### config.mk
export PLATFORM = sky130hd
export DESIGN_NAME = cacheController
export DESIGN_NICKNAME = d
export VERILOG_FILES = /design/src/hw/cachePkg.sv /design/src/hw/cacheController.sv
export SDC_FILE = /design/constraint.sdc
export NUM_CORES = 1
export LEC_CHECK = 0
export ABC_AREA = 1
export BUFFER_PORTS_ARGS = -buffer_cell sky130_fd_sc_hd__clkbuf_2
export CORE_AREA = 2 2 316 318
export DETAILED_ROUTE_END_ITERATION = 8
export DIE_AREA = 0 0 318 320
export GPL_TIMING_DRIVEN = 0
export PLACE_DENSITY = 0.3
export SLEW_MARGIN = 0
export SYNTH_ARGS = -nofsm -noshare
export SYNTH_HDL_FRONTEND = slang
export SYNTH_SLANG_ARGS = --single-unit
### constraint.sdc
create_clock -name clk -period 4.6 [get_ports clk]
set_input_delay 0 -clock clk [delete_from_list [all_inputs] [get_ports clk]]
set_output_delay 0 -clock clk [all_outputs]
set_load 0.01 [all_outputs]
### src/hw/cachePkg.sv
package cachePkg;

  localparam int defaultNumLines = 8; // 8 lines x 64 B = 512 B

  // Address and data geometry
  localparam int cpuWordWidth = 32;
  localparam int cpuAddrWidth = 30;       // Word address, byte bits dropped
  localparam int wordSelWidth = 2;        // Word within a beat
  localparam int beatSelWidth = 2;        // Beat within a line
  localparam int offsetWidth = wordSelWidth + beatSelWidth;
  localparam int memBeatWidth = 128;
  localparam int memAddrWidth = cpuAddrWidth - wordSelWidth;

  localparam int wordsPerBeat = memBeatWidth / cpuWordWidth;
  localparam int beatsPerLine = 1 << beatSelWidth;

  typedef logic [cpuWordWidth-1:0] cpuWordT;
  typedef logic [cpuAddrWidth-1:0] cpuAddrT;
  typedef logic [cpuWordWidth/8-1:0] byteMaskT;   // All zero means read
  typedef logic [memAddrWidth-1:0] memAddrT;
  typedef logic [memBeatWidth-1:0] memBeatT;
  typedef logic [memBeatWidth/8-1:0] memMaskT;
  typedef logic [beatSelWidth-1:0] beatIndexT;

  // Controller states
  typedef enum logic [2:0] {
    idle,
    tagCheck,
    writebackRead,   // Fetch victim beat from data store
    writebackSend,   // Address and data phases to memory
    fillRequest,
    fillWait,
    relookup         // Registered tag/data read at held address
  } ctrlStateT;

endpackage
### src/hw/cacheController.sv
`timescale 1ns/1ps

module cacheController #(
  parameter int numLines = cachePkg::defaultNumLines,
  localparam int indexWidth = $clog2(numLines),
  localparam int tagWidth = cachePkg::cpuAddrWidth - cachePkg::offsetWidth - indexWidth,
  localparam int wordAddrWidth = indexWidth + cachePkg::offsetWidth,
  localparam int beatAddrWidth = indexWidth + cachePkg::beatSelWidth
) (
  input  logic                     clk,
  input  logic                     reset,
  // CPU port
  input  logic                     cpuReqValid,
  output logic                     cpuReqReady,
  input  cachePkg::cpuAddrT        cpuReqAddr,
  input  cachePkg::cpuWordT        cpuReqData,
  input  cachePkg::byteMaskT       cpuReqWrite,
  output logic                     cpuRespValid,
  output cachePkg::cpuWordT        cpuRespData,
  // Memory port
  output logic                     memReqValid,
  input  logic                     memReqReady,
  output cachePkg::memAddrT        memReqAddr,
  output logic                     memReqRw,
  output logic                     memReqDataValid,
  input  logic                     memReqDataReady,
  output cachePkg::memBeatT        memReqDataBits,
  output cachePkg::memMaskT        memReqDataMask,
  input  logic                     memRespValid,
  input  cachePkg::memBeatT        memRespData,
  // Tag store
  output logic [indexWidth-1:0]    lineIndex,
  output logic [tagWidth-1:0]      reqTag,
  input  logic                     hit,
  input  logic                     victimValidDirty,
  input  logic [tagWidth-1:0]      victimTag,
  output logic                     tagUpdate,
  output logic                     markDirty,
  // Data store
  output logic [wordAddrWidth-1:0] wordAddr,
  output logic                     wordWrite,
  output cachePkg::byteMaskT       wordMask,
  output cachePkg::cpuWordT        wordWriteData,
  input  cachePkg::cpuWordT        wordReadData,
  output logic [beatAddrWidth-1:0] beatAddr,
  output logic                     beatWrite,
  output cachePkg::memBeatT        beatWriteData,
  input  cachePkg::memBeatT        beatReadData
);

  import cachePkg::*;

  localparam beatIndexT lastBeat = beatIndexT'(beatsPerLine - 1);

  ctrlStateT state;
  cpuAddrT reqAddr;    // Held request
  cpuWordT reqData;
  byteMaskT reqMask;
  beatIndexT beatCount;   // Shared by writeback and fill loops
  logic addrDone;         // Writeback address phase already taken
  logic dataDone;         // Writeback data phase already taken

  logic [indexWidth-1:0] reqIndex;
  logic addrFire;
  logic dataFire;
  logic beatSent;

  assign reqIndex = reqAddr[offsetWidth +: indexWidth];
  assign reqTag = reqAddr[cpuAddrWidth-1 -: tagWidth];

  // Early lookup in idle, held index everywhere else
  assign lineIndex = (state == idle) ? cpuReqAddr[offsetWidth +: indexWidth] : reqIndex;
  assign cpuReqReady = state == idle;

  // Word port always points at the held request
  assign wordAddr = reqAddr[wordAddrWidth-1:0];
  assign wordMask = reqMask;
  assign wordWriteData = reqData;
  assign wordWrite = (state == tagCheck) && hit && (|reqMask);
  assign markDirty = wordWrite;   // Same edge as the byte write

  // Beat port, fill writes come straight from the response
  assign beatAddr = {reqIndex, beatCount};
  assign beatWrite = (state == fillWait) && memRespValid;
  assign beatWriteData = memRespData;
  assign tagUpdate = beatWrite && (beatCount == lastBeat);   // Last fill beat

  // Memory request, held stable by state and done flags
  assign memReqRw = state == writebackSend;
  assign memReqValid = (state == fillRequest) || (memReqRw && !addrDone);
  assign memReqDataValid = memReqRw && !dataDone;
  assign memReqDataBits = beatReadData;   // Registered read stays put in writebackSend
  assign memReqDataMask = '1;             // Full beats only
  assign memReqAddr = memReqRw ? {victimTag, reqIndex, beatCount}
                               : {reqTag, reqIndex, beatCount};

  assign addrFire = memReqValid && memReqReady;
  assign dataFire = memReqDataValid && memReqDataReady;
  // Both phases done, possibly on different edges
  assign beatSent = (addrDone || addrFire) && (dataDone || dataFire);

  always_ff @(posedge clk) begin
    if (reset) begin
      state <= idle;
      beatCount <= '0;
      addrDone <= 1'b0;
      dataDone <= 1'b0;
      cpuRespValid <= 1'b0;
    end else begin
      cpuRespValid <= 1'b0;   // One-cycle pulse
      case (state)
        idle: begin
          if (cpuReqValid) begin
            state <= relookup;
          end
        end
        relookup: state <= tagCheck;   // Tag and word reads at held address
        tagCheck: begin
          beatCount <= '0;
          if (hit) begin
            cpuRespValid <= ~|reqMask;   // Reads only
            state <= idle;
          end else if (victimValidDirty) begin
            state <= writebackRead;
          end else begin
            state <= fillRequest;   // Clean or empty victim
          end
        end
        writebackRead: state <= writebackSend;
        writebackSend: begin
          if (beatSent) begin
            addrDone <= 1'b0;
            dataDone <= 1'b0;
            beatCount <= beatCount + beatIndexT'(1);   // Wraps to 0 for the fill
            state <= (beatCount == lastBeat) ? fillRequest : writebackRead;
          end else begin
            addrDone <= addrDone || addrFire;
            dataDone <= dataDone || dataFire;
          end
        end
        fillRequest: begin
          if (memReqReady) begin
            state <= fillWait;
          end
        end
        fillWait: begin
          if (memRespValid) begin
            beatCount <= beatCount + beatIndexT'(1);
            state <= (beatCount == lastBeat) ? relookup : fillRequest;
          end
        end
        default: state <= idle;
      endcase
    end
  end

  // Request and response payload
  always_ff @(posedge clk) begin
    if (cpuReqValid && cpuReqReady) begin
      reqAddr <= cpuReqAddr;
      reqData <= cpuReqData;
      reqMask <= cpuReqWrite;
    end
    if (state == tagCheck && hit) begin
      cpuRespData <= wordReadData;
    end
  end

endmodule

==> summary.md <==
| Metric | Value |
|---|---|
| Initial Util | 6.07% |
| FF-to-FF path depth | 4 |
| Critical Path, Cell by Cell | nand2_1 > nor2_1 > inv_1 > nor3b_1 > buf_4 > clkbuf_2 |
| Hold path depth | 5 |
| PortBufs | 527 |
| Worst EP required | 4.60 ns |
| # hold bufs at CTS | 103 |
| Post-cts resize count | 0 |
| Top-count cell post-synth | buf_4 |
| Via count | 6124 |
| # Post-CTS Setup Buffers | 0 |
| Unrepaired setup endpoints after global routing | no |
| Routability cong. | 0.834 |
| Async SR Flop Fraction | 0% |
| Core ar. | 98000 um2 |
| Synth top area share | 49.4% |
| Pwr/cell area | 317 nW/um2 |
| Slowest cell on crit path | dfxtp_1 |
| # DRC | 0 |
| Die height | 320 um |
| Post-synth EDFFs | 98 |
| Final setup viols | 0 |
| DRT iter0 DRCs | 125 |
| Via density | 2.44 |
| DIE WIDTH | 318 um |
| Worst slew pin tran | 0.596 ns |
| Final nets | 1599 |
| Std-Cell Rows | 115 |
| Clk slew on worst S/H paths | 0.07 ns |
| Post-synth top flop | edfxtp_1 |
| Gr usage total | 7.21% |
| WL/cell | 15.6 um |
| Mapped Avg Cell Area | 10.7 um2 |
| Worst EP arrival | 2.04 ns |
| Crit path capture type | output pin |
| Synth area leaders | edfxtp_1 (49%), buf_4 (36%), nand2_1 (6.1%) |
| Worst-skew pair later-pin latency | 0.37 ns |
| H-tree depth | 3 |
| Synth cell count leaders | buf_4 (283), edfxtp_1 (98), nand2_1 (96) |
| Full die area | 102000 um2 |
| Multi-input logic area | 718 um2 |
| First-pass GRT wire length | 50800 um |
| Setup TNS Final | 0 ns |
| Vias in the first global route | 6463 |
| Max rail drop VDD | 0.279 mV |
| I/O pin total | 800 |
| Fin. max-slew vios | 0 |
| Pin count of the biggest net entering global routing | 32 |
| Leakage | 5.63 nW |
| Clk sinks | 106 |
| Initial antenna violation count | 21 |
| Final worst path period need | 2.04 ns |
| Met3 wire length | 4480 um |
| Post-Syn Area | 5950 um2 |
| Synth Instances | 554 |
| Seq/Total Area, Yosys | 52.1% |
| Worst min-delay path class | in -> reg |
| Status | complete, no violations |
| Synth area leader | edfxtp_1 |
| Top sig layer | met5 |
| Final Non-Filler Cells | 2509 |
| Critical path class | reg -> out |
| Met1 WL | 11100 um |
| Max Cap Viol | 0 |
| Placed Cells | 2386 |
| Yosys reg bits | 106 |
| Synth-to-layout area growth | 96.0% |
| Clock Tree Buf Depth | 2 |
| FMAX | 490 MHz |
| Root buffer cell | clkbuf_16 |
| Synth cell types | 27 |
| Met2 wire length | 22200 um |
| DPL Wire Length | 35800 um |
| TritonCTS clock tree | built |
| Total iterations of the first detailed-routing run | 4 |
| Period Utilization, post-route | 44.4% |
| Storage cell area | 3100 um2 |
| Fraction of final layout cells sized beyond drive strength 1 | 69.1% |
| Max transition margin | 60.2% |
| Warning count from the yosys run | 0 |
| Count of final hold-check violations | 0 |
| Clock skew | 0.0102 ns |
| CP max FO | 7 |
| Detailed-route wire length | 39200 um |
| GRT overflow | 0 |
| Fillers | 11.3k |
| CP Launch Type | flop |
| CTS buffer count | 9 |
| Post-DRT Antenna Nets | 0 |
| Worst path max stage delay | 0.50 ns |
[cells in the final DEF, fill, tap and decap left out]
cell	n
nor2_4	3
nand4_1	2
inv_6	1
edfxtp_1	98
nor3b_1	1
nand2_1	96
buf_4	283
clkinv_4	2
clkbuf_2	527
nand3_2	3
buf_12	3
ha_1	1
conb_1	16
nand3_4	1
and3_1	1
nand3_1	6
inv_1	13
buf_2	2
nand2_2	1
dlygate4sd3_1	103
nor4_1	1
diode_2	4
bufinv_16	1
o21ai_0	3
a211oi_1	1
clkbuf_16	9
o211ai_1	1
inv_2	2
nor2_2	2
nor2_1	20
buf_6	1
a21oi_1	1
a21boi_0	1
dfxtp_1	8
o21ai_1	1
clkinv_1	1
clkbuf_1	1
clkinv_2	1
[layer usage]
metal / track usage, % / vias to the layer above
li1: - / 2802
met1: 5.79 / 2756
met2: 14.9 / 499
met3: 3.33 / 61
met4: 2.44 / 6
met5: 0 / -
[state kept, by name, indices dropped and copies added, names as in the netlist]
name,count
cpuRespData,32
addrDone,1
dataDone,1
wordWriteData,32
reqAddr,30
cpuRespValid,1
wordMask,4
beatCount,2
state,3
[per-stage QoR]
| step | setup slack [ns] | power, mW | hold slack (ns) | utilization (%) | instance area (um2) |
|---|---|---|---|---|---|
| after floorplan | 0.696 | 2.16 | 0.0691 | - | 6010 |
| after global placement | -1.48 | 2.89 | 0.177 | 10.5 | 10300 |
| after detailed placement | 2.60 | 2.88 | 0.179 | 10.5 | 10300 |
| after CTS | 2.49 | 3.79 | 0.0339 | 11.9 | 11700 |
| after global routing | 2.44 | 3.93 | 0.115 | 11.9 | 11700 |
| final | 2.56 | 3.70 | 0.0682 | 11.9 | 11700 |
[cells by family (layout without fill, tap and decap cells)]
logic type | count (synthesis) | after routing | synth area share [%]
buf+inv | 301 | 950 | 37.0
simple gates | 137 | 137 | 9.80
flops | 106 | 106 | 52.1
compound gates | 8 | 8 | 0.799
fa+ha+maj | 1 | 1 | 0.210
other cells | 1 | 20 | 0.0630
[final timing paths]
path                               endpoint              from  slack, ns
worst min register to register     dataDone          dataDone       0.52
worst max-delay path              wordWrite          state[0]       2.56
worst min-delay path               state[1]  victimValidDirty       0.07
worst max register to register  reqAddr[12]          state[2]       2.63
[where the power goes]
part | internal, mW | switching, mW | total, mW
logic | 0.655 | 0.831 | 1.49
clock network | 0.424 | 0.384 | 0.808
registers | 1.29 | 0.117 | 1.41
total | 2.37 | 1.33 | 3.70
[cell type report]
cell class                 instances  area share (%)
antenna                            4          0.0858
buffer                           286            18.4
clock buffer                      10            1.96
clock inverter                     6           0.558
inverter                          15           0.483
multi-input combinational        162            6.16
sequential                       106            26.6
tap                             1287            13.8
timing repair buffer             633            32.0
[worst max-delay path, delay by kind of cell (launching register included)]
family / cells / cell delay, ns
buffers and inverters: 3 / 0.43
DFF: 1 / 0.50
and+or+nand+nor: 3 / 0.74
Power figures use the tool's default switching activity.
