File: config.mk
export PLATFORM = sky130hd
export DESIGN_NAME = tagStore
export DESIGN_NICKNAME = d
export VERILOG_FILES = /design/src/hw/cachePkg.sv /design/src/hw/tagStore.sv
export SDC_FILE = /design/constraint.sdc
export NUM_CORES = 1
export LEC_CHECK = 0
export ABC_AREA = 1
export ABC_CLOCK_PERIOD_IN_PS = 3010
export BUFFER_PORTS_ARGS = -buffer_cell sky130_fd_sc_hd__buf_2
export CORE_MARGIN = 5
export CORE_UTILIZATION = 55
export DETAILED_ROUTE_END_ITERATION = 6
export GPL_TIMING_DRIVEN = 0
export PLACE_DENSITY = 0.77
export SLEW_MARGIN = 0
export SYNTH_ARGS = -nofsm -noshare
export SYNTH_HDL_FRONTEND = slang
export SYNTH_SLANG_ARGS = --single-unit
File: constraint.sdc
create_clock -name clk -period 3.01 [get_ports clk]
set_clock_uncertainty 0.15 [all_clocks]
set_input_delay 0.602 -clock clk [delete_from_list [all_inputs] [get_ports clk]]
set_output_delay 0.602 -clock clk [all_outputs]
set_load 0.05 [all_outputs]
File: src/hw/cachePkg.sv
package cachePkg;

  localparam int defaultNumLines = 8; // 8 lines x 64 B = 512 B

  // Address and data geometry
  localparam int cpuWordWidth = 32;
  localparam int cpuAddrWidth = 30;       // Word address, byte bits dropped
  localparam int wordSelWidth = 2;        // Word within a beat
  localparam int beatSelWidth = 2;        // Beat within a line
  localparam int offsetWidth = wordSelWidth + beatSelWidth;
  localparam int memBeatWidth = 128;
  localparam int memAddrWidth = cpuAddrWidth - wordSelWidth;

  localparam int wordsPerBeat = memBeatWidth / cpuWordWidth;
  localparam int beatsPerLine = 1 << beatSelWidth;

  typedef logic [cpuWordWidth-1:0] cpuWordT;
  typedef logic [cpuAddrWidth-1:0] cpuAddrT;
  typedef logic [cpuWordWidth/8-1:0] byteMaskT;   // All zero means read
  typedef logic [memAddrWidth-1:0] memAddrT;
  typedef logic [memBeatWidth-1:0] memBeatT;
  typedef logic [memBeatWidth/8-1:0] memMaskT;
  typedef logic [beatSelWidth-1:0] beatIndexT;

  // Controller states
  typedef enum logic [2:0] {
    idle,
    tagCheck,
    writebackRead,   // Fetch victim beat from data store
    writebackSend,   // Address and data phases to memory
    fillRequest,
    fillWait,
    relookup         // Registered tag/data read at held address
  } ctrlStateT;

endpackage
File: src/hw/tagStore.sv
`timescale 1ns/1ps

module tagStore #(
  parameter int numLines = cachePkg::defaultNumLines,
  localparam int indexWidth = $clog2(numLines),
  localparam int tagWidth = cachePkg::cpuAddrWidth - cachePkg::offsetWidth - indexWidth
) (
  input  logic                  clk,
  input  logic                  reset,
  input  logic [indexWidth-1:0] lineIndex,
  input  logic [tagWidth-1:0]   reqTag,
  input  logic                  tagUpdate,   // Install reqTag, valid and clean
  input  logic                  markDirty,
  output logic                  hit,
  output logic                  victimValidDirty,
  output logic [tagWidth-1:0]   victimTag
);

  logic [tagWidth-1:0] tagMem [numLines];
  logic [numLines-1:0] validBits;
  logic [numLines-1:0] dirtyBits;
  logic validQ;   // Registered entry state
  logic dirtyQ;

  // Tag array and its registered read
  always_ff @(posedge clk) begin
    if (tagUpdate) begin
      tagMem[lineIndex] <= reqTag;
    end
    victimTag <= tagMem[lineIndex];
  end

  always_ff @(posedge clk) begin
    if (reset) begin
      validBits <= '0;
      dirtyBits <= '0;
      validQ <= 1'b0;
      dirtyQ <= 1'b0;
    end else begin
      if (tagUpdate) begin
        validBits[lineIndex] <= 1'b1;
        dirtyBits[lineIndex] <= 1'b0;   // Fresh fill
      end else if (markDirty) begin
        dirtyBits[lineIndex] <= 1'b1;
      end
      validQ <= validBits[lineIndex];
      dirtyQ <= dirtyBits[lineIndex];
    end
  end

  assign hit = validQ && (victimTag == reqTag);
  assign victimValidDirty = validQ && dirtyQ;   // Needs writeback before refill

endmodule

==> results of run 1 <==
worst min path at each step:
stage / start / cells past startpoint / end
floorplan: tagMem[7][17]$_DFFE_PP_ / 2 / victimTag[17]$_DFF_P_
global placement: validBits[0]$_SDFFE_PP0P_ / 2 / validBits[0]$_SDFFE_PP0P_
detailed placement: validBits[0]$_SDFFE_PP0P_ / 2 / validBits[0]$_SDFFE_PP0P_
CTS: reqTag[13] / 1 / tagMem[3][13]$_DFFE_PP_
global route: reqTag[6] / 1 / tagMem[5][6]$_DFFE_PP_
finish: reqTag[13] / 1 / tagMem[3][13]$_DFFE_PP_
kinds of logic after synthesis:
kind of cell              count (synthesis)  share of synthesized area
AOI/OAI and AO/OA                        94                     0.0612
xor gates and xnor gates                  2                    0.00197
buffers and inverters                    90                     0.0460
DFF                                     225                      0.715
and+or+nand+nor                         380                      0.176
through the flow:
| stage | std cells | power, mW | setup slack (ps) |
|---|---|---|---|
| 2_1_floorplan | 791 | 3.96 | 368 |
| 3_3_place_gp | 1059 | 4.16 | -993 |
| 3_5_place_dp | 1061 | 4.18 | 300 |
| 6_report | 1101 | 6.73 | 224 |
| 5_1_grt | 1101 | 6.95 | 155 |
| 4_1_cts | 1101 | 6.75 | 265 |
layout by cell type (no fill, tap or decap), types with 7 or more instances in the layout:
cell	netlist	final
nand2_1	292	292
edfxtp_1	184	184
buf_2	11	63
inv_1	53	53
a21oi_1	52	52
nor2_1	52	46
dfxtp_1	41	41
clkbuf_16	0	23
o21ai_1	16	16
clkbuf_1	4	12
inv_2	8	8
or2_1	8	8
buf_4	7	7
power by group through the flow:
stage	registers [mW]	logic [mW]	clock network, mW
floorplan	3.72	0.244	0
global placement	3.61	0.549	0
detailed placement	3.61	0.567	0
CTS	3.55	0.569	2.63
global route	3.56	0.617	2.77
finish	3.55	0.569	2.61
flip-flops by register name, summed over array words and instances, names as in the netlist, named ones only:
register	count
dirtyQ	1
validQ	1
victimTag	23
tagMem	184
validBits	8
worst max-delay path: stages (launching register included):
cell and delay [ps]:
dfxtp_1 340, inv_1 40, nand2_1 50, nand2_1 140, nor2_1 130, nand2_1 110
nor2_1 150, nand2_1 60, nor2_1 210, buf_2 310
synthesized netlist by cell type, types with 4 or more instances:
cell and number:
buf_6 4, o21ai_0 5, nor2_1 52, buf_4 7
inv_2 8, or2_2 4, or2_1 8, o2bb2ai_1 6
nand3_1 5, nand3b_1 6, edfxtp_1 184, buf_2 11
inv_1 53, a21oi_1 52, nand2_1 292, o21ai_1 16
clkbuf_1 4, a211oi_1 4, dfxtp_1 41, a22oi_1 6
area by class of cell:
class	instances	area [µm²]	share of cell area
flip-flops and latches	225	6350	0.624
multi-input cells	476	2160	0.213
clock buffers	33	633	0.0623
repair buffers	54	290	0.0285
well taps	216	270	0.0266
inverters	61	229	0.0225
plain buffers	29	179	0.0176
clock inverters	7	57.6	0.00566
routing by layer:
layer | wire [µm] | vias up
li1 | - | 2803
met1 | 8420 | 2743
met2 | 9680 | 241
met3 | 1420 | 37
met4 | 551 | 0
met5 | 0 | -
==> impl_results.md, run 1 <==
* HPWL Detailed at roughly 12000 µm
* Share of cells above drive strength 1 at 0.149
* Yosys top cell area share at 0.623
* Area contributors post-synth: edfxtp_1, nand2_1, dfxtp_1
* CP endpoint: hit
* Pleak at between 4 and 5 nW
* FF-to-FF setup slack at between 1500 and 2000 ps
* Number of flops mapped to enable cells by yosys at ~180
* Via count at 5824
* Filler cell count at ~1.2k
* Global routing's busiest layer: met2
* Cts hold-fix bufs at 0
* Worst flop-to-flop path endpoint: victimTag[21]$_DFF_P_
* First-pass GRT wire length at 30300 µm
* Vias/cell at approximately 5.3
* Gr usage total at 0.217
* Async SR Flop Fraction at 0
* CTS resizes at 0
* Post-CTS Setup Bufs at 0
* Max FO, Critical Path at 3
* DRT iter0 DRCs at roughly 600
* Initial antenna violation count at 0
* Final setup violation count at 0
* Routed WL at around 20000 µm
* Largest buffer count on any clock path at 3
* Hold Crit Class: in2reg
* Initial Util at 0.561
* Post-DP Area at 9480 µm²
* Tcrit/Tclk final at 0.926
* Worst skew pair latency at 500 ps
* FF-to-FF Start: tagMem[4][21]$_DFFE_PP_
* Ant diodes at 0
* Status: finished clean
* Gate power share at 0.085
* Remaining Overflow, GRT at 0
* CP Capture Type: output port
* Netlist cell types at 34
* Clock share of power at 0.388
* Post-layout instance area at roughly 10000 µm²
* Synthesis Warnings at 0
* Tmin final at around 2800 ps
* PD cells at between 600 and 700 nW/µm²
* Area of the die at 18800 µm²
* Final nets at 899
* Max Cap Viol at 0
* Vias in the first global route at 5479
* PortBufs at 52
* Internal power at ~5.2 mW
* GR Util met3 at 0.0324
* Largest net degree at the start of global routing at 26
* # IOs at 55
* Routed wire per std cell at 18.2 µm
* Clk root buf: clkbuf_16
* Crit path kind: reg2out
* Seq cells post-synth at ~230
* Final hold slack at between 200 and 250 ps
* Core area at 15800 µm²
* Unrepaired setup endpoints after global routing: no
* Cells after synthesis at approximately 790
* Synthesized Nets at between 800 and 900
* Layout area overhead at 14.6%
* Worst-path clk slew at approximately 60 ps
* Main synth FF type: edfxtp_1
* Clock Sinks at between 200 and 250
* Sum Neg Setup Slack at 0 ps
* Worst setup SP type: flop
* Sequential area share after synthesis at 0.715
* Grt met2 use at 0.362
* R2R depth at 5
* Final core utilization at 0.643
* Reg power frac at 0.527
* Launch point of the critical path: victimTag[14]$_DFF_P_
* Critical path arrival at roughly 2000 ps
* Slew Viols, Final at 0
* Avg Cell Area, Syn at 11.2 µm²
* DRC at 0
* Hold Fails Final Rpt at 0
* Synth area leader: edfxtp_1
* CTS tree: done
* Maximum VDD drop at a little under 500 µV
* DRT antenna net count at 0
* CP required at ~2300 ps
* Headroom to the max-slew limit at 0.371
* # H-tree levels at 1
* Sw Share at 0.230
* Worst slew pin tran at ~940 ps
* Net Switching at around 1.6 mW
* Gpl congestion at approximately 0.82
* CTS buffer count at 22
* DR pass1 iterations at 5
* Area of the mapped netlist at about 8900 µm²
* Met1 GRT Util at 0.296
* Max Freq at between 300 and 400 MHz
* Rows at 46
* Die height at roughly 140 µm
* Die W at between 100 and 150 µm
Note: power is estimated with default switching activity, not from simulation.
==> run 2, diff against run 1 <==
MAX_ROUTING_LAYER = met4   (was unset)
==> run 2 against run 1 <==
Core utilization stayed put. Register-to-register slack is essentially flat. Fmax about the same. Sequential share of layout area did not move. Global-route usage rose by 0.66 points. Clock power is essentially flat. Critical endpoint unchanged. Highest routed layer unchanged.
==> impl_results.md, run 2 (synthesized netlist as in run 1, its figures left out) <==
* Reg power frac at 0.527 (about the same)
* Worst-path clk slew at 60 ps (about the same)
* DR pass1 iterations at 5 (unchanged)
* Gr usage total at 0.224 (+0.00657)
* CP required at 2260 ps (about the same)
* Final nets at 899 (unchanged)
* Pleak at 4.01 nW (unchanged)
* PD cells at 661 nW/µm² (about the same)
* Max FO, Critical Path at 3 (unchanged)
* Filler cell count at 1216 (unchanged)
* Max Freq at 359 MHz (about the same)
* CTS tree: done
* Status: finished clean
* Tcrit/Tclk final at 0.926 (about the same)
* Max reg flops at 184 (unchanged)
* Maximum VDD drop at 484 µV (-0.17%)
* Worst slew pin tran at 954 ps (+12.4 ps)
* Core area at 15800 µm² (unchanged)
* Die height at 137 µm (unchanged)
* Clk root buf: clkbuf_16
* Via count at 5834 (+0.17%)
* Crit path top cell by count: nand2_1
* Gpl congestion at 0.837 (+1.5%)
* Top reg by flops: tagMem
* Clock Sinks at 225 (unchanged)
* # H-tree levels at 1 (unchanged)
* Remaining Overflow, GRT at 0 (unchanged)
* Area of the die at 18800 µm² (unchanged)
* Final WS setup at 222 ps (-2.10 ps)
* Headroom to the max-slew limit at 0.363 (-0.00832)
* Hold Fails Final Rpt at 0 (unchanged)
* Post-layout instance area at 10200 µm² (unchanged)
* CP Cell Sequence: inv_1, nand2_1, nand2_1, nor2_1, nand2_1, nor2_1, nand2_1, nor2_1, buf_2
* CTS resizes at 0 (unchanged)
* DRC at 0 (unchanged)
* DRT antenna net count at 0 (unchanged)
* CTS buffer count at 22 (unchanged)
* Initial Util at 0.561 (unchanged)
* CP max stage delay at 340 ps (about the same)
* Largest net degree at the start of global routing at 26 (unchanged)
* Cts hold-fix bufs at 0 (unchanged)
* Sw Share at 0.230 (about the same)
* Crit path kind: reg2out
* Slowest cell on the critical path: dfxtp_1
* FF-to-FF setup slack at 1850 ps (about the same)
* Final core utilization at 0.643 (unchanged)
* First-pass GRT wire length at 30300 µm (about the same)
* Initial antenna violation count at 0 (unchanged)
* Ant diodes at 0 (unchanged)
* Layout area overhead at 14.6% (unchanged)
* Critical path arrival at 2040 ps (about the same)
* Vias in the first global route at 5482 (+0.055%)
* Worst setup SP type: flop
* Post-DP Area at 9480 µm² (unchanged)
* Routed WL at 20100 µm (about the same)
* Net Switching at 1.55 mW (about the same)
* Most frequent cells in the layout: nand2_1, edfxtp_1, buf_2
* Slew Viols, Final at 0 (unchanged)
* Largest buffer count on any clock path at 3 (unchanged)
* CP Capture Type: output port
* Routed wire per std cell at 18.2 µm (about the same)
* Bufs and invs on worst path at 2 (unchanged)
* CP delay by family, top: simple AND/OR/NAND/NOR gates
* Die W at 137 µm (unchanged)
* HPWL Detailed at 12400 µm (unchanged)
* Clock share of power at 0.388 (about the same)
* Rows at 46 (unchanged)
* Unrepaired setup endpoints after global routing: no
* Internal power at 5.18 mW (about the same)
* DRT iter0 DRCs at 593 (-2.0%)
* Final setup violation count at 0 (unchanged)
* Gate power share at 0.085 (about the same)
* DP Worst Slack at 300 ps (unchanged)
* Max Cap Viol at 0 (unchanged)
* Post-CTS Setup Bufs at 0 (unchanged)
* PortBufs at 52 (unchanged)
* Hold Crit Class: in2reg
* # IOs at 55 (unchanged)
* Registers with the most flip-flops: tagMem x184, victimTag x23, validBits x8
* Vias/cell at 5.30 (+0.17%)
* Commonest non-fill, non-tap cell in the layout: nand2_1
* Tmin final at 2790 ps (+2.10 ps)
* Share of cells above drive strength 1 at 0.149 (unchanged)
* Worst skew pair latency at 500 ps (about the same)
run 2: final timing paths:
kind                                                  end  depth (start not counted)                      start
worst max-delay path                                  hit                          9      victimTag[14]$_DFF_P_
worst min-delay path              tagMem[3][13]$_DFFE_PP_                          1                 reqTag[13]
worst max register to register      victimTag[21]$_DFF_P_                          5    tagMem[4][21]$_DFFE_PP_
worst min register to register  validBits[0]$_SDFFE_PP0P_                          2  validBits[0]$_SDFFE_PP0P_
run 2: layer usage:
metal	vias to the layer above	share of wire	GRT usage	wire length, µm
met5	-	0	-	0
met4	0	0.028	0.0682	562
met3	35	0.076	0.0316	1530
met2	254	0.48	0.362	9710
met1	2746	0.41	0.297	8270
li1	2799	-	-	-
run 2: layout make-up:
type / count / area, µm² / share of cell area
flip-flops and latches: 225 / 6350 / 0.624
multi-input cells: 476 / 2160 / 0.213
clock buffers: 33 / 633 / 0.0623
repair buffers: 54 / 290 / 0.0285
well taps: 216 / 270 / 0.0266
inverters: 61 / 229 / 0.0225
plain buffers: 29 / 179 / 0.0176
clock inverters: 7 / 57.6 / 0.00566
run 2: worst register-to-register path, stage by stage (launching register included):
cell and delay, ps:
edfxtp_1 370, nand2_1 90, a21oi_1 70, or2_1 250, nand2_1 60, nand2_1 60
run 2: power groups by stage:
stage | Clock [mW] | Sequential (mW) | Combinational, mW
floorplan | 0 | 3.72 | 0.244
global placement | 0 | 3.61 | 0.549
detailed placement | 0 | 3.61 | 0.567
CTS | 2.63 | 3.55 | 0.569
global route | 2.77 | 3.56 | 0.617
finish | 2.61 | 3.55 | 0.568
run 2: stage by stage:
stage	cells	hold slack (ps)	TNS [ps]	total power, mW
2_1_floorplan	791	276	0	3.96
3_3_place_gp	1059	288	-116850	4.16
3_5_place_dp	1061	294	0	4.18
4_1_cts	1101	220	0	6.75
5_1_grt	1101	241	0	6.95
6_report	1101	228	0	6.73
==> run 3, diff against run 2 <==
CORE_MARGIN = 1.5   (was 5)
GPL_TIMING_DRIVEN = unset   (was 0)
==> run 3 against run 2 <==
Clock power grew 7.7%. Routed wire length shrank 3.0%. Combinational power shrank 3.5%. Power grew 2.6%. Core utilization grew 0.16 points. Clock-buffer cell count shrank 4. Worst setup slack gained 120 ps. Hold slack gained 22 ps. Die area shrank 10%. Via count shrank 1.5%. Largest cell class unchanged. Largest power group unchanged.
==> impl_results.md, run 3 (synthesized netlist as in run 1, its figures left out) <==
* DRT iter0 DRCs at 531 (-10%)
* Worst setup SP type: flop
* Status: finished clean
* FF-to-FF Start: tagMem[5][20]$_DFFE_PP_
* CTS resizes at 0 (unchanged)
* Most frequent cells in the layout: nand2_1, edfxtp_1, buf_2
* Final nets at 897 (-0.22%)
* HPWL Detailed at 12000 µm (-3.2%)
* Crit path top cell by count: nand2_1
* FF-to-FF setup slack at 1850 ps (about the same)
* Tmin final at 2670 ps (-120 ps)
* Layout area overhead at 14.9%
* DRT antenna net count at 0 (unchanged)
* Unrepaired setup endpoints after global routing: no
* CP endpoint: hit
* Gpl congestion at 0.855 (+2.2%)
* R2R depth at 5 (unchanged)
* Tcrit/Tclk final at 0.887 (-0.0399)
* Max Cap Viol at 0 (unchanged)
* DRC at 0 (unchanged)
* Pwr Total at 6.90 mW (+2.6%)
* Post-CTS Setup Bufs at 0 (unchanged)
* CTS buffer count at 23 (+4.5%)
* Clock Sinks at 225 (unchanged)
* Final hold slack at 250 ps (+22.1 ps)
* Core area at 15800 µm² (unchanged)
* CP max stage delay at 360 ps (+20 ps)
* Commonest non-fill, non-tap cell in the layout: nand2_1
* Max reg flops at 184 (unchanged)
* Vias in the first global route at 5436 (-0.84%)
* Slew Viols, Final at 0 (unchanged)
* Sum Neg Setup Slack at 0 ps (unchanged)
* Maximum VDD drop at 445 µV (-8.1%)
* PortBufs at 54 (+3.8%)
* Launch point of the critical path: victimTag[14]$_DFF_P_
* First-pass GRT wire length at 30200 µm (-0.41%)
* Hold Crit Class: in2reg
* Routed wire per std cell at 17.7 µm (-2.8%)
* Die W at 130 µm (-5.1%)
* Worst slew pin tran at 503 ps (-450 ps)
* Worst-path clk slew at 60 ps (about the same)
* Slowest cell on the critical path: dfxtp_1
* Pleak at 4.06 nW (+1.2%)
* Share of cells above drive strength 1 at 0.159 (+0.00940)
* Die height at 130 µm (-5.1%)
* Gr usage total at 0.247 (+0.0235)
* Headroom to the max-slew limit at 0.664 (+0.302)
* Hold Fails Final Rpt at 0 (unchanged)
* Remaining Overflow, GRT at 0 (unchanged)
* Cts hold-fix bufs at 0 (unchanged)
* Max FO, Critical Path at 3 (unchanged)
* Rows at 46 (unchanged)
* Via count at 5747 (-1.5%)
* Worst flop-to-flop path endpoint: victimTag[20]$_DFF_P_
* Critical path arrival at 1920 ps (-120 ps)
* Ant diodes at 0 (unchanged)
* CP delay by family, top: simple AND/OR/NAND/NOR gates
* Clk root buf: clkbuf_16
* Top reg by flops: tagMem
* PD cells at 677 nW/µm² (+2.4%)
* Routed WL at 19500 µm (-3.0%)
* Initial antenna violation count at 0 (unchanged)
* CP Capture Type: output port
* Largest net degree at the start of global routing at 33 (+27%)
* CTS tree: done
* CP Cell Sequence: inv_1, nand2_1, nand2_1, nor2_1, nand2_1, nor2_1, nand2_1, nor2_1, buf_2
* Bufs and invs on worst path at 2 (unchanged)
* Largest buffer count on any clock path at 3 (unchanged)
* DR pass1 iterations at 5 (unchanged)
* # IOs at 55 (unchanged)
* Max Freq at 375 MHz (+4.5%)
* Area of the die at 16900 µm² (-10%)
* Registers with the most flip-flops: tagMem x184, victimTag x23, validBits x8
* Critical Path Stages at 9 (unchanged)
* Initial Util at 0.561 (unchanged)
* CP required at 2260 ps (about the same)
* Final setup violation count at 0 (unchanged)
* # H-tree levels at 1 (unchanged)
* Worst skew pair latency at 500 ps (about the same)
* Crit path kind: reg2out
* Vias/cell at 5.23 (-1.3%)
run 3: metal layers:
layer  up-vias  share of wire  global-route usage
met5         -              0                   -
met4         0          0.022              0.0739
met3        43          0.067              0.0414
met2       201           0.47               0.382
met1      2719           0.44               0.341
li1       2784              -                   -
run 3: cell type report:
cell class                 count  area [µm²]
timing repair buffer          80         465
inverter                      61         229
sequential                   225        6350
tap                          216         270
clock inverter                12         133
fill                        1205        5630
clock buffer                  29         618
multi-input combinational    476        2130
run 3: worst min-delay path by stage:
stage / startpoint / endpoint / slack (ps) / cells past startpoint
floorplan: tagMem[7][17]$_DFFE_PP_ / victimTag[17]$_DFF_P_ / 280 / 2
global placement: validBits[0]$_SDFFE_PP0P_ / validBits[0]$_SDFFE_PP0P_ / 290 / 2
detailed placement: validBits[0]$_SDFFE_PP0P_ / validBits[0]$_SDFFE_PP0P_ / 300 / 2
CTS: reqTag[4] / tagMem[0][4]$_DFFE_PP_ / 220 / 1
global route: reqTag[4] / tagMem[3][4]$_DFFE_PP_ / 250 / 1
finish: reqTag[17] / tagMem[7][17]$_DFFE_PP_ / 250 / 1
run 3: where the power goes:
part | leakage, nW | internal (mW) | switching, mW
Clock | 0.369 | 1.70 | 1.10
Combinational | 1.68 | 0.143 | 0.405
Sequential | 2.01 | 3.49 | 0.0566
run 3: stage by stage:
stage          setup WS [ps]  utilization  area, µm²  cells
2_1_floorplan            368            -       8870    791
3_3_place_gp             425        0.597       9440   1058
3_5_place_dp             427        0.597       9440   1058
4_1_cts                  339        0.644      10200   1099
5_1_grt                  220        0.644      10200   1099
6_report                 342        0.644      10200   1099
